## config.mk

```make
export PLATFORM = sky130hd
export DESIGN_NAME = lua_cpu
export DESIGN_NICKNAME = d
export VERILOG_FILES = /design/src/verilog/lua_cpu_pkg.sv /design/src/verilog/pc_unit.sv /design/src/verilog/instr_fetch.sv /design/src/verilog/instr_exec.sv /design/src/verilog/register_file.sv /design/src/verilog/register_dumper.sv /design/src/verilog/main_sequencer.sv /design/src/verilog/lua_cpu.sv
export VERILOG_INCLUDE_DIRS = /design/src /design/src/include
export SDC_FILE = /design/constraint.sdc
export NUM_CORES = 2
export LEC_CHECK = 0
export BUFFER_PORTS_ARGS = -buffer_cell sky130_fd_sc_hd__clkbuf_2
export CAP_MARGIN = 20
export CORE_ASPECT_RATIO = 1.75
export CORE_MARGIN = 1
export CORE_UTILIZATION = 50
export CTS_CLUSTER_DIAMETER = 120
export DETAILED_ROUTE_END_ITERATION = 12
export GPL_TIMING_DRIVEN = 0
export PLACE_DENSITY = 0.66
export SETUP_SLACK_MARGIN = 0.1
export SLEW_MARGIN = 5
export SYNTH_ARGS = -nofsm -noshare
export SYNTH_HDL_FRONTEND = slang
export SYNTH_SLANG_ARGS = --single-unit
```

## constraint.sdc

```tcl
create_clock -name clk -period 75.7 [get_ports clk]
set_clock_uncertainty 0.2 [all_clocks]
set_input_delay 15.14 -clock clk [delete_from_list [all_inputs] [get_ports clk]]
set_output_delay 15.14 -clock clk [all_outputs]
set_load 0.02 [all_outputs]
```

## src/include/lua_cpu_defs.svh

```systemverilog
`ifndef LUA_CPU_DEFS_SVH
`define LUA_CPU_DEFS_SVH

// datapath widths
`define LUA_WORD_W 32
`define LUA_REG_CNT 32
`define LUA_REG_IDX_W 5
`define LUA_TTAG_W 5
`define LUA_OPCODE_W 6

// CallInfo layout, savedpc inside the Lua part
`define LUA_CI_SAVEDPC_OFS 32'd20

// stack slot is a TValue, value word then tag word
`define LUA_TVALUE_SHIFT 3
`define LUA_TTAG_OFS 32'd4

`define LUA_INSTR_BYTES 32'd4

// opcodes
`define LUA_OP_MOVE 6'd0

`endif

```

## src/verilog/lua_cpu_pkg.sv

```systemverilog
`include "lua_cpu_defs.svh"

package lua_cpu_pkg;

	typedef logic [`LUA_WORD_W-1:0] word_t;
	typedef logic [`LUA_REG_IDX_W-1:0] reg_idx_t;
	typedef logic [`LUA_TTAG_W-1:0] ttag_t;
	typedef logic [`LUA_OPCODE_W-1:0] opcode_t;

	typedef enum logic [1:0] {
		instr_in_progress = 2'd0,
		instr_done = 2'd1,
		instr_not_impl = 2'd3
	} instr_status_e;

	// who owns register port A
	typedef enum logic [1:0] {
		src_instr = 2'd0,
		src_dumper = 2'd1,
		src_external = 2'd3
	} write_src_e;

	typedef enum logic [1:0] {
		cmd_run = 2'd0,
		cmd_load_reg = 2'd1,
		cmd_load_type = 2'd2,
		cmd_load_base = 2'd3
	} cmd_e;

	typedef enum logic [3:0] {
		ex_idle = 4'd0,
		ex_fetch_pc = 4'd1,
		ex_fetch_instr = 4'd2,
		ex_exec_instr = 4'd3,
		ex_store_pc = 4'd4,
		ex_store_regs = 4'd5,
		ex_load_reg = 4'd6,
		ex_load_type = 4'd7,
		ex_load_base = 4'd8,
		ex_finish = 4'd15
	} ex_state_e;

	typedef enum logic [1:0] {
		dp_idle = 2'd0,
		dp_value = 2'd1,
		dp_type = 2'd2,
		dp_end = 2'd3
	} dump_phase_e;

endpackage

```

## src/verilog/pc_unit.sv

```systemverilog
`timescale 1ns/1ps
`include "lua_cpu_defs.svh"

module pc_unit (
	input logic clk,
	input logic rst,
	input lua_cpu_pkg::word_t ci,
	input logic fetch_pc,
	input logic store_pc,
	input logic incr_pc,
	input lua_cpu_pkg::word_t mem_readdata,
	input logic mem_waitrequest,
	output lua_cpu_pkg::word_t pc,
	output logic pc_done,
	output lua_cpu_pkg::word_t mem_address,
	output lua_cpu_pkg::word_t mem_writedata,
	output logic mem_read,
	output logic mem_write
);
	import lua_cpu_pkg::*;

	word_t savedpc_addr;
	logic fetch_go;
	logic store_go;

	assign savedpc_addr = ci + `LUA_CI_SAVEDPC_OFS;
	assign fetch_go = fetch_pc && !pc_done;	// request until finished
	assign store_go = store_pc && !pc_done;

	always_comb begin
		mem_address = '0;
		mem_writedata = '0;
		mem_read = 1'b0;
		mem_write = 1'b0;
		if (fetch_go) begin
			mem_address = savedpc_addr;
			mem_read = 1'b1;
		end else if (store_go) begin
			mem_address = savedpc_addr;
			mem_writedata = pc;
			mem_write = 1'b1;
		end
	end

	always_ff @(posedge clk or posedge rst) begin
		if (rst) begin
			pc <= '0;
			pc_done <= 1'b0;
		end else begin
			pc_done <= (fetch_go || store_go) && !mem_waitrequest;
			if (fetch_go && !mem_waitrequest)
				pc <= mem_readdata;
			else if (incr_pc)
				pc <= pc + `LUA_INSTR_BYTES;
		end
	end

endmodule

```

## src/verilog/instr_fetch.sv

```systemverilog
`timescale 1ns/1ps
`include "lua_cpu_defs.svh"

module instr_fetch (
	input logic clk,
	input logic rst,
	input lua_cpu_pkg::word_t pc,
	input logic fetch_instr,
	input lua_cpu_pkg::word_t mem_readdata,
	input logic mem_waitrequest,
	output lua_cpu_pkg::word_t instruction,
	output lua_cpu_pkg::opcode_t opcode,
	output lua_cpu_pkg::reg_idx_t idx_a,
	output lua_cpu_pkg::reg_idx_t idx_b,
	output logic ir_done,
	output lua_cpu_pkg::word_t mem_address,
	output logic mem_read
);
	localparam int a_lsb = 6;	// A field 13:6
	localparam int b_lsb = 14;	// B field 22:14

	logic fetch_go;

	assign fetch_go = fetch_instr && !ir_done;
	assign mem_read = fetch_go;
	assign mem_address = fetch_go ? pc : '0;

	always_ff @(posedge clk or posedge rst) begin
		if (rst) begin
			instruction <= '0;
			ir_done <= 1'b0;
		end else begin
			ir_done <= fetch_go && !mem_waitrequest;
			if (fetch_go && !mem_waitrequest)
				instruction <= mem_readdata;
		end
	end

	// only the window part of A and B is used
	assign opcode = instruction[`LUA_OPCODE_W-1:0];
	assign idx_a = instruction[a_lsb +: `LUA_REG_IDX_W];
	assign idx_b = instruction[b_lsb +: `LUA_REG_IDX_W];

endmodule

```

## src/verilog/instr_exec.sv

```systemverilog
`timescale 1ns/1ps
`include "lua_cpu_defs.svh"

module instr_exec (
	input logic clk,
	input logic rst,
	input logic run_instr,
	input lua_cpu_pkg::opcode_t opcode,
	input lua_cpu_pkg::word_t data_b,
	input lua_cpu_pkg::ttag_t type_b,
	output lua_cpu_pkg::word_t exec_data,
	output lua_cpu_pkg::ttag_t exec_type,
	output logic exec_we,
	output lua_cpu_pkg::instr_status_e instr_status
);
	import lua_cpu_pkg::*;

	logic is_move;

	assign is_move = (opcode == `LUA_OP_MOVE);

	always_comb begin
		exec_data = '0;
		exec_type = '0;
		exec_we = 1'b0;
		if (run_instr && is_move) begin
			exec_data = data_b;	// R(A) := R(B)
			exec_type = type_b;
			exec_we = 1'b1;
		end
	end

	always_ff @(posedge clk or posedge rst) begin
		if (rst)
			instr_status <= instr_in_progress;
		else if (run_instr)
			instr_status <= is_move ? instr_done : instr_not_impl;
		else
			instr_status <= instr_in_progress;
	end

endmodule

```

## src/verilog/register_file.sv

```systemverilog
`timescale 1ns/1ps
`include "lua_cpu_defs.svh"

module register_file (
	input logic clk,
	input logic rst,
	input lua_cpu_pkg::write_src_e write_src,
	input lua_cpu_pkg::reg_idx_t idx_a,
	input lua_cpu_pkg::reg_idx_t idx_b,
	input lua_cpu_pkg::reg_idx_t dump_idx,
	input lua_cpu_pkg::word_t slot_addr,
	input lua_cpu_pkg::word_t ext_data,
	input lua_cpu_pkg::word_t exec_data,
	input lua_cpu_pkg::ttag_t exec_type,
	input logic exec_we,
	input logic load_value,
	input logic load_type,
	input logic load_base,
	input logic clear_dirty,
	output lua_cpu_pkg::word_t data_a,
	output lua_cpu_pkg::ttag_t type_a,
	output logic dirty_a,
	output logic valid_a,
	output lua_cpu_pkg::word_t data_b,
	output lua_cpu_pkg::ttag_t type_b,
	output lua_cpu_pkg::word_t base,
	output logic global_dirty
);
	import lua_cpu_pkg::*;

	word_t values [`LUA_REG_CNT];
	ttag_t tags [`LUA_REG_CNT];
	logic [`LUA_REG_CNT-1:0] dirty;
	logic [`LUA_REG_CNT-1:0] valid;

	word_t slot_ofs;
	logic in_window;
	logic external;
	reg_idx_t wr_idx;
	word_t wr_data;
	ttag_t wr_type;
	logic we_value;
	logic we_type;

	always_comb begin
		slot_ofs = (slot_addr - base) >> `LUA_TVALUE_SHIFT;	// stack slot number
		in_window = (slot_ofs < `LUA_REG_CNT);
		external = (write_src == src_external);
		case (write_src)
			src_dumper: wr_idx = dump_idx;
			src_external: wr_idx = slot_ofs[`LUA_REG_IDX_W-1:0];
			default: wr_idx = idx_a;
		endcase
		wr_data = external ? ext_data : exec_data;
		wr_type = external ? ext_data[`LUA_TTAG_W-1:0] : exec_type;
		we_value = external ? (load_value && in_window) : exec_we;
		we_type = external ? (load_type && in_window) : exec_we;
	end

	always_ff @(posedge clk or posedge rst) begin
		if (rst) begin
			for (int i = 0; i < `LUA_REG_CNT; i++) begin
				values[i] <= '0;
				tags[i] <= '0;
			end
			dirty <= '0;
			valid <= '0;
			global_dirty <= 1'b0;
			base <= '0;
		end else begin
			if (clear_dirty) begin
				dirty <= '0;
				global_dirty <= 1'b0;
			end else begin
				if (we_value) begin
					values[wr_idx] <= wr_data;
					valid[wr_idx] <= 1'b1;	// tag write follows if needed
				end
				if (we_type)
					tags[wr_idx] <= wr_type;
				if ((we_value || we_type) && !external) begin
					dirty[wr_idx] <= 1'b1;
					global_dirty <= 1'b1;
				end
			end
			if (load_base)
				base <= slot_addr;
		end
	end

	assign data_a = values[wr_idx];
	assign type_a = tags[wr_idx];
	assign dirty_a = dirty[wr_idx];
	assign valid_a = valid[wr_idx];
	assign data_b = values[idx_b];
	assign type_b = tags[idx_b];

endmodule

```

## src/verilog/register_dumper.sv

```systemverilog
`timescale 1ns/1ps
`include "lua_cpu_defs.svh"

module register_dumper (
	input logic clk,
	input logic rst,
	input logic store_regs,
	input lua_cpu_pkg::word_t base,
	input lua_cpu_pkg::word_t data_a,
	input lua_cpu_pkg::ttag_t type_a,
	input logic dirty_a,
	input logic valid_a,
	input logic mem_waitrequest,
	output lua_cpu_pkg::reg_idx_t dump_idx,
	output logic dump_done,
	output lua_cpu_pkg::word_t mem_address,
	output lua_cpu_pkg::word_t mem_writedata,
	output logic mem_write
);
	import lua_cpu_pkg::*;

	dump_phase_e phase;
	reg_idx_t cur_reg;
	word_t slot_base;
	logic should_write;
	logic last_reg;
	logic step;

	assign dump_idx = cur_reg;
	assign dump_done = (phase == dp_end);
	assign should_write = dirty_a && valid_a;
	assign last_reg = (cur_reg == reg_idx_t'(`LUA_REG_CNT - 1));
	assign step = !should_write || !mem_waitrequest;	// clean regs pass in one cycle
	assign slot_base = base + (word_t'(cur_reg) << `LUA_TVALUE_SHIFT);

	always_comb begin
		mem_address = '0;
		mem_writedata = '0;
		mem_write = 1'b0;
		if (phase == dp_value && should_write) begin
			mem_address = slot_base;
			mem_writedata = data_a;
			mem_write = 1'b1;
		end else if (phase == dp_type && should_write) begin
			mem_address = slot_base + `LUA_TTAG_OFS;
			mem_writedata = word_t'(type_a);
			mem_write = 1'b1;
		end
	end

	always_ff @(posedge clk or posedge rst) begin
		if (rst) begin
			phase <= dp_idle;
			cur_reg <= '0;
		end else begin
			case (phase)
				dp_idle: begin
					if (store_regs) begin
						cur_reg <= '0;
						phase <= dp_value;
					end
				end
				dp_value: begin
					if (step) begin
						if (should_write)
							phase <= dp_type;
						else if (last_reg)
							phase <= dp_end;
						else
							cur_reg <= cur_reg + 1'b1;
					end
				end
				dp_type: begin
					if (!mem_waitrequest) begin
						phase <= last_reg ? dp_end : dp_value;
						cur_reg <= cur_reg + 1'b1;
					end
				end
				default: phase <= dp_idle;
			endcase
		end
	end

endmodule

```

## src/verilog/main_sequencer.sv

```systemverilog
`timescale 1ns/1ps
`include "lua_cpu_defs.svh"

module main_sequencer (
	input logic clk,
	input logic rst,
	input logic start,
	input lua_cpu_pkg::cmd_e n,
	input logic pc_done,
	input logic ir_done,
	input logic dump_done,
	input lua_cpu_pkg::instr_status_e instr_status,
	input logic global_dirty,
	output logic fetch_pc,
	output logic store_pc,
	output logic incr_pc,
	output logic fetch_instr,
	output logic run_instr,
	output logic store_regs,
	output logic load_value,
	output logic load_type,
	output logic load_base,
	output lua_cpu_pkg::write_src_e write_src,
	output logic clear_dirty,
	output logic done
);
	import lua_cpu_pkg::*;

	ex_state_e state;

	always_ff @(posedge clk or posedge rst) begin
		if (rst) begin
			state <= ex_idle;
			done <= 1'b0;
		end else begin
			done <= (state == ex_finish);	// host sees done one cycle after finish
			case (state)
				ex_idle: begin
					if (start) begin
						case (n)
							cmd_run: state <= ex_fetch_pc;
							cmd_load_reg: state <= ex_load_reg;
							cmd_load_type: state <= ex_load_type;
							default: state <= ex_load_base;
						endcase
					end
				end
				ex_fetch_pc: if (pc_done) state <= ex_fetch_instr;
				ex_fetch_instr: if (ir_done) state <= ex_exec_instr;
				ex_exec_instr: begin
					if (instr_status == instr_done)
						state <= ex_fetch_instr;
					else if (instr_status == instr_not_impl)
						state <= ex_store_pc;
				end
				ex_store_pc: begin
					if (pc_done)
						state <= global_dirty ? ex_store_regs : ex_finish;
				end
				ex_store_regs: if (dump_done) state <= ex_finish;
				ex_finish: state <= ex_idle;
				default: state <= ex_finish;	// single-cycle loads
			endcase
		end
	end

	always_comb begin
		fetch_pc = (state == ex_fetch_pc);
		store_pc = (state == ex_store_pc);
		fetch_instr = (state == ex_fetch_instr);
		incr_pc = fetch_instr && ir_done;
		run_instr = (state == ex_exec_instr);
		store_regs = (state == ex_store_regs);
		load_value = (state == ex_load_reg);
		load_type = (state == ex_load_type);
		load_base = (state == ex_load_base);
		clear_dirty = (state == ex_finish);
		if (load_value || load_type)
			write_src = src_external;
		else if (store_regs)
			write_src = src_dumper;
		else
			write_src = src_instr;
	end

endmodule

```

## src/verilog/lua_cpu.sv

```systemverilog
`timescale 1ns/1ps
`include "lua_cpu_defs.svh"

module lua_cpu (
	input logic clk,
	input logic rst,
	input logic start,
	input lua_cpu_pkg::cmd_e n,
	input lua_cpu_pkg::word_t dataa,
	input lua_cpu_pkg::word_t datab,
	output logic done,
	output lua_cpu_pkg::word_t result,
	output lua_cpu_pkg::word_t mem_address,
	output lua_cpu_pkg::word_t mem_writedata,
	output logic mem_read,
	output logic mem_write,
	input lua_cpu_pkg::word_t mem_readdata,
	input logic mem_waitrequest
);
	import lua_cpu_pkg::*;

	logic fetch_pc, store_pc, incr_pc, fetch_instr, run_instr, store_regs;
	logic load_value, load_type, load_base, clear_dirty;
	write_src_e write_src;
	logic pc_done, ir_done, dump_done, global_dirty;
	instr_status_e instr_status;

	word_t pc, instruction, base;
	opcode_t opcode;
	reg_idx_t idx_a, idx_b, dump_idx;
	word_t data_a, data_b, exec_data;
	ttag_t type_a, type_b, exec_type;
	logic dirty_a, valid_a, exec_we;

	word_t pc_mem_address, pc_mem_writedata, if_mem_address;
	word_t dump_mem_address, dump_mem_writedata;
	logic pc_mem_read, pc_mem_write, if_mem_read, dump_mem_write;

	main_sequencer u_seq (
		.clk(clk), .rst(rst), .start(start), .n(n),
		.pc_done(pc_done), .ir_done(ir_done), .dump_done(dump_done),
		.instr_status(instr_status), .global_dirty(global_dirty),
		.fetch_pc(fetch_pc), .store_pc(store_pc), .incr_pc(incr_pc),
		.fetch_instr(fetch_instr), .run_instr(run_instr), .store_regs(store_regs),
		.load_value(load_value), .load_type(load_type), .load_base(load_base),
		.write_src(write_src), .clear_dirty(clear_dirty), .done(done)
	);

	pc_unit u_pc (
		.clk(clk), .rst(rst), .ci(dataa),
		.fetch_pc(fetch_pc), .store_pc(store_pc), .incr_pc(incr_pc),
		.mem_readdata(mem_readdata), .mem_waitrequest(mem_waitrequest),
		.pc(pc), .pc_done(pc_done),
		.mem_address(pc_mem_address), .mem_writedata(pc_mem_writedata),
		.mem_read(pc_mem_read), .mem_write(pc_mem_write)
	);

	instr_fetch u_fetch (
		.clk(clk), .rst(rst), .pc(pc), .fetch_instr(fetch_instr),
		.mem_readdata(mem_readdata), .mem_waitrequest(mem_waitrequest),
		.instruction(instruction), .opcode(opcode), .idx_a(idx_a), .idx_b(idx_b),
		.ir_done(ir_done), .mem_address(if_mem_address), .mem_read(if_mem_read)
	);

	instr_exec u_exec (
		.clk(clk), .rst(rst), .run_instr(run_instr), .opcode(opcode),
		.data_b(data_b), .type_b(type_b),
		.exec_data(exec_data), .exec_type(exec_type), .exec_we(exec_we),
		.instr_status(instr_status)
	);

	register_file u_rf (
		.clk(clk), .rst(rst), .write_src(write_src),
		.idx_a(idx_a), .idx_b(idx_b), .dump_idx(dump_idx),
		.slot_addr(dataa), .ext_data(datab),
		.exec_data(exec_data), .exec_type(exec_type), .exec_we(exec_we),
		.load_value(load_value), .load_type(load_type), .load_base(load_base),
		.clear_dirty(clear_dirty),
		.data_a(data_a), .type_a(type_a), .dirty_a(dirty_a), .valid_a(valid_a),
		.data_b(data_b), .type_b(type_b), .base(base), .global_dirty(global_dirty)
	);

	register_dumper u_dump (
		.clk(clk), .rst(rst), .store_regs(store_regs), .base(base),
		.data_a(data_a), .type_a(type_a), .dirty_a(dirty_a), .valid_a(valid_a),
		.mem_waitrequest(mem_waitrequest),
		.dump_idx(dump_idx), .dump_done(dump_done),
		.mem_address(dump_mem_address), .mem_writedata(dump_mem_writedata),
		.mem_write(dump_mem_write)
	);

	// idle units drive zeros, so OR is the mux
	assign mem_address = if_mem_address | pc_mem_address | dump_mem_address;
	assign mem_writedata = pc_mem_writedata | dump_mem_writedata;
	assign mem_read = if_mem_read | pc_mem_read;
	assign mem_write = pc_mem_write | dump_mem_write;
	assign result = instruction;

endmodule

```

==> flow_summary_export.csv, run 1 <==
group,metric,value,unit
global_routing,grt_use_total,66.9,%
synth,synth_seq_area_share,44.0,%
cts,cts_root_buf,"clkbuf_16",
synth,yosysWarnings,0,
global_routing,grt_start_max_net_pins,118,
outcome,error_line,"[ERROR GRT-0116] Global routing finished with congestion. Check the congestion regions in the DRC Viewer.",
global_routing,overflow,3,
floorplan,die_h,523,um
synth,synth_edf_count,0,
synth,syn_area,0.0774,mm2
cts,ctsHoldBuffers,0,
synth,syn_area_per_cell,10.8,um2
cts,cts_buffers,147,
place,gp_congestion,1.16,
place,placed_area,0.0839,mm2
global_routing,grt_pass1_wl,714000,um
synth,synth_top_area_share,44.0,%
floorplan,rows,190,
synth,synth_top_cell_by_area,"dfrtp_1",
synth,synthTopCellsByArea,"dfrtp_1 (44%), mux2_2 (18%), mux4_2 (11%), nand2_1 (6.8%), nand3_1 (3.5%)",
synth,ys_ff_latch,1361,
synth,synth_cells,7140,
synth,yosysMostFrequentCell,"nand2_1",
global_routing,grt_pass1_vias,78000,
floorplan,pin_count,201,
synth,synth_async_sr_flop_share,100,%
place,dp_hpwl,352000,um
outcome,stop_stage,"global routing",
synth,synth_ff_type,"dfrtp_1",
synth,syn_nets,7291,
place,portBuffers,200,
cts,clockBufferDepth,4,
cts,cts_resized,0,
synth,synthTopCellsByCount,"nand2_1 (1409), dfrtp_1 (1361), mux2_2 (1226)",
outcome,status,"stopped before the end",
synth,synthDistinctLibCells,83,
cts,cts.sinks,1361,
floorplan,die_width,300,um
cts,h-tree-depth,4,
cts,cts_setup_buffers,0,
floorplan,initial_core_util,50.5,%
place,dp_cells,9518,
## through the flow
step / hold slack, ns / utilization, % / setup slack (ns)
after CTS: 0.272 / 57.8 / 37.93
after global placement: 0.245 / 52.8 / 5.61
after detailed placement: 0.254 / 54.7 / 37.97
after floorplan: 0.227 / - / 21.99
## cells by family after synthesis
group / Yosys count / synth area share [%]
buffers and inverters: 696 / 3.61
xor gates and xnor gates: 95 / 1.07
AOI/OAI and AO/OA: 817 / 7.22
muxes: 1653 / 29.3
adders and majority gates: 49 / 0.801
DFF: 1361 / 44.0
and+or+nand+nor: 2469 / 14.0
## per-layer routing
| metal | overflow | global-route usage, % |
|---|---|---|
| met1 | 0 | 67.3 |
| met5 | 0 | 14.6 |
| met3 | 0 | 44.8 |
| met4 | 1 | 67.1 |
| met2 | 2 | 88.2 |
==> run 2: changes to the inputs <==
--- a/config.mk
+++ b/config.mk
@@ -8,14 +8,11 @@
 export LEC_CHECK = 0
 export BUFFER_PORTS_ARGS = -buffer_cell sky130_fd_sc_hd__clkbuf_2
 export CAP_MARGIN = 20
-export CORE_ASPECT_RATIO = 1.75
 export CORE_MARGIN = 1
-export CORE_UTILIZATION = 50
-export CTS_CLUSTER_DIAMETER = 120
+export CORE_UTILIZATION = 35
 export DETAILED_ROUTE_END_ITERATION = 12
 export GPL_TIMING_DRIVEN = 0
-export PLACE_DENSITY = 0.66
-export SETUP_SLACK_MARGIN = 0.1
+export PLACE_DENSITY_LB_ADDON = 0.15
 export SLEW_MARGIN = 5
 export SYNTH_ARGS = -nofsm -noshare
 export SYNTH_HDL_FRONTEND = slang
==> run 2 against run 1 <==
  * The flow now finishes, with violations (design-rule violations)
  * Synthesized cell count is the same
  * Area after synthesis stayed put
==> flow_summary_export.csv, run 2 <==
group,metric,value,unit
synth,synthXorXnorAreaFrac,1.07,%
timing,tightest_slew,1.42,ns
synth,synth_top_cell_by_area,"dfrtp_1",
floorplan,pin_count,201,
synth,yosys.area_share.simple,14.0,%
setup_path,required,60.36,ns
finish,area_delta_synth_final,17.6,%
cts,cts_tree,"yes",
synth,yosysMostFrequentCell,"nand2_1",
floorplan,core_area,0.220,mm2
synth,synthMuxAreaShare,29.3,%
timing,hold_viol_final,0,
timing,timing.final.crit_share,51.1,%
cts,cts_root_buf,"clkbuf_16",
synth,synth_top_area_share,44.0,%
floorplan,die_width,472,um
global_routing,grt_pass1_wl,614000,um
route,via_per_inst,6.69,
power_and_ir_drop,finalPower,4.79,mW
cts,ctsHoldBuffers,0,
place,dp_hpwl,337000,um
synth,synth_cells,7140,
floorplan,rows,172,
synth,synthTopCellsByArea,"dfrtp_1 (44%), mux2_2 (18%), mux4_2 (11%), nand2_1 (6.8%), nand3_1 (3.5%)",
setup_path,cp_max_fo,11,
flow_run,cap_violations,0,
timing,final.setup.tns,0,ns
power_and_ir_drop,cellLeakagePower,40.1,nW
cts,cts_setup_buffers,0,
finish,regMostFlops,"u_rf.values",
setup_path,arrival,23.37,ns
timing,fmax,25.8,MHz
outcome,status,"finished with violations",
power_and_ir_drop,power_density,52.6,mW/mm2
synth,syn_area,0.0774,mm2
timing,finalCriticalPeriod,38.71,ns
finish,layout_common_cells,"nand2_1 (1408), dfrtp_1 (1361), mux2_2 (1226), nand3_1 (541), mux4_2 (370)",
finish,seqCellArea,0.0341,mm2
route,wl_per_cell,43.2,um
global_routing,grt_pass1_vias,66700,
timing,rsz0062_at_grt,"false",
route,drt-total-wl,468000,um
synth,synthDistinctLibCells,83,
power_and_ir_drop,peakVddDrop,0.0443,mV
synth,synth_ff_type,"dfrtp_1",
setup_path,startpoint_type,"primary input",
setup_path,crit_type,"in -> out",
synth,ys_ff_latch,1361,
route,vias,72500,
global_routing,overflow,0,
synth,syn_area_per_cell,10.8,um2
route,drt_iter0_drc,12500,
finish,largest_reg_flops,1024,
floorplan,initial_core_util,35.2,%
synth,synthTopCellsByCount,"nand2_1 (1409), dfrtp_1 (1361), mux2_2 (1226)",
finish,fillCellCount,21300,
cts,cts.sinks,1361,
timing,slew_viol_final,0,
global_routing,grt_use_total,41.2,%
place,gp_congestion,1.09,
worst_hold_path,hp-class,"reg -> reg",
synth,synth_seq_area_share,44.0,%
outcome,violations,"design-rule violations",
cts,clk_latency,0.92,ns
global_routing,grt_start_max_net_pins,118,
route,ant_nets,0,
cts,path_clk_slew,0.06,ns
route,first_pass_iters,10,
synth,synth_edf_count,0,
cts,cts_buffers,166,
finish,multi_input_area,0.0407,mm2
timing,relSlewSlack,5.07,%
cts,h-tree-depth,4,
synth,syn_nets,7291,
floorplan,die-area,0.223,mm2
synth,yosysWarnings,0,
cts,clockBufferDepth,3,
finish,layout_commonest_cell,"nand2_1",
synth,yosys.area_share.adder,0.801,%
finish,num-nets-final,7822,
global_routing,antenna_found_initial,70,
synth,synth_async_sr_flop_share,100,%
cts,cts_resized,0,
floorplan,die_h,472,um
synth,synth_top_family_by_area,"multiplexers",
route,drc_errors,1,
synth,synth_compound_area_share,7.22,%
place,portBuffers,200,
timing,setup_viol,0,
setup_path,cp-end-kind,"output port",
finish,reg_top3,"u_rf.values: 1024 flops, u_rf.tags: 160 flops",
finish,layout-drive-gt1-share,33.5,%
[run 2: cell counts after synthesis]
No cell type changed its count.
[run 2: logic make-up (layout without fill, tap and decap cells)]
| group | count (synthesis) | in the layout |
|---|---|---|
| mux | 1653 | 1653 |
| other cells | 0 | 71 |
| flops | 1361 | 1361 |
| simple gates | 2469 | 2469 |
| buf+inv | 696 | 1361 |
| compound gates | 817 | 817 |
| xor+xnor | 95 | 95 |
| fa+ha+maj | 49 | 49 |
[run 2: final timing paths]
check / from / slack (ns) / cells after the start / end
max in group asynchronous: rst / 57.73 / 8 / u_rf.values[460]
min in group asynchronous: rst / 14.04 / 2 / u_pc.pc[24]
worst min register to register: u_rf.valid[4] / 0.27 / 1 / u_rf.valid[4]
worst max-delay path: dataa[1] / 36.99 / 18 / mem_writedata[20]
worst min-delay path: u_rf.valid[4] / 0.27 / 1 / u_rf.valid[4]
worst max register to register: u_seq.state[2] / 68.05 / 15 / u_rf.values[260]
[run 2: metal layers]
layer  global-route usage [%]  vias to the layer above  share of wire (%)
met5                    0.216                        -              0.072
met4                     33.7                       39                 10
met3                     17.6                     1901                 14
met2                     56.4                     6533                 40
met1                     49.9                    36900                 36
li1                         -                    27100                  -
[run 2: critical path, cell delays in order]
cell and delay, ns:
clkbuf_2 0.15, ha_1 0.33, a2111oi_0 0.53, or4_1 0.19
clkbuf_1 0.33, and3_1 0.26, buf_2 0.41, buf_2 0.49
clkbuf_1 1.00, clkbuf_1 1.11, buf_1 0.65, buf_8 0.26
clkbuf_2 0.67, nand2_1 0.11, a31oi_1 0.37, o22ai_1 0.14
o31ai_1 0.83, clkbuf_2 0.32
[run 2: power by group]
group | internal, mW | switching (mW)
combinational | 0.656 | 2.43
clock | 0.509 | 0.370
sequential | 0.766 | 0.0618
total | 1.93 | 2.86
[run 2: final cells by class]
cell class                      instances  area share (%)
Inverter                               60           0.256
Sequential cell                      1361            37.4
Clock inverter                         68            1.14
Multi-Input combinational cell       5083            44.7
Antenna cell                           71           0.195
Timing Repair Buffer                  363            3.85
Tap cell                             2958            4.06
Buffer                                636            3.07
Clock buffer                          234            5.29
[run 2: stage by stage]
| stage | cell area [um2] | std cells | util (%) | hold WS [ns] | setup slack, ns |
|---|---|---|---|---|---|
| CTS | 90700 | 10800 | 41.3 | 0.270 | 37.62 |
| floorplan | 77400 | 7140 | - | 0.227 | 21.99 |
| global placement | 82100 | 10300 | 37.4 | 0.252 | 3.96 |
| global route | 90900 | 10800 | 41.4 | 0.280 | 37.53 |
| finish | 91100 | 10800 | 41.4 | 0.268 | 36.99 |
| detailed placement | 84900 | 10400 | 38.6 | 0.254 | 37.64 |
No activity file was read; power rests on OpenSTA's default activity.
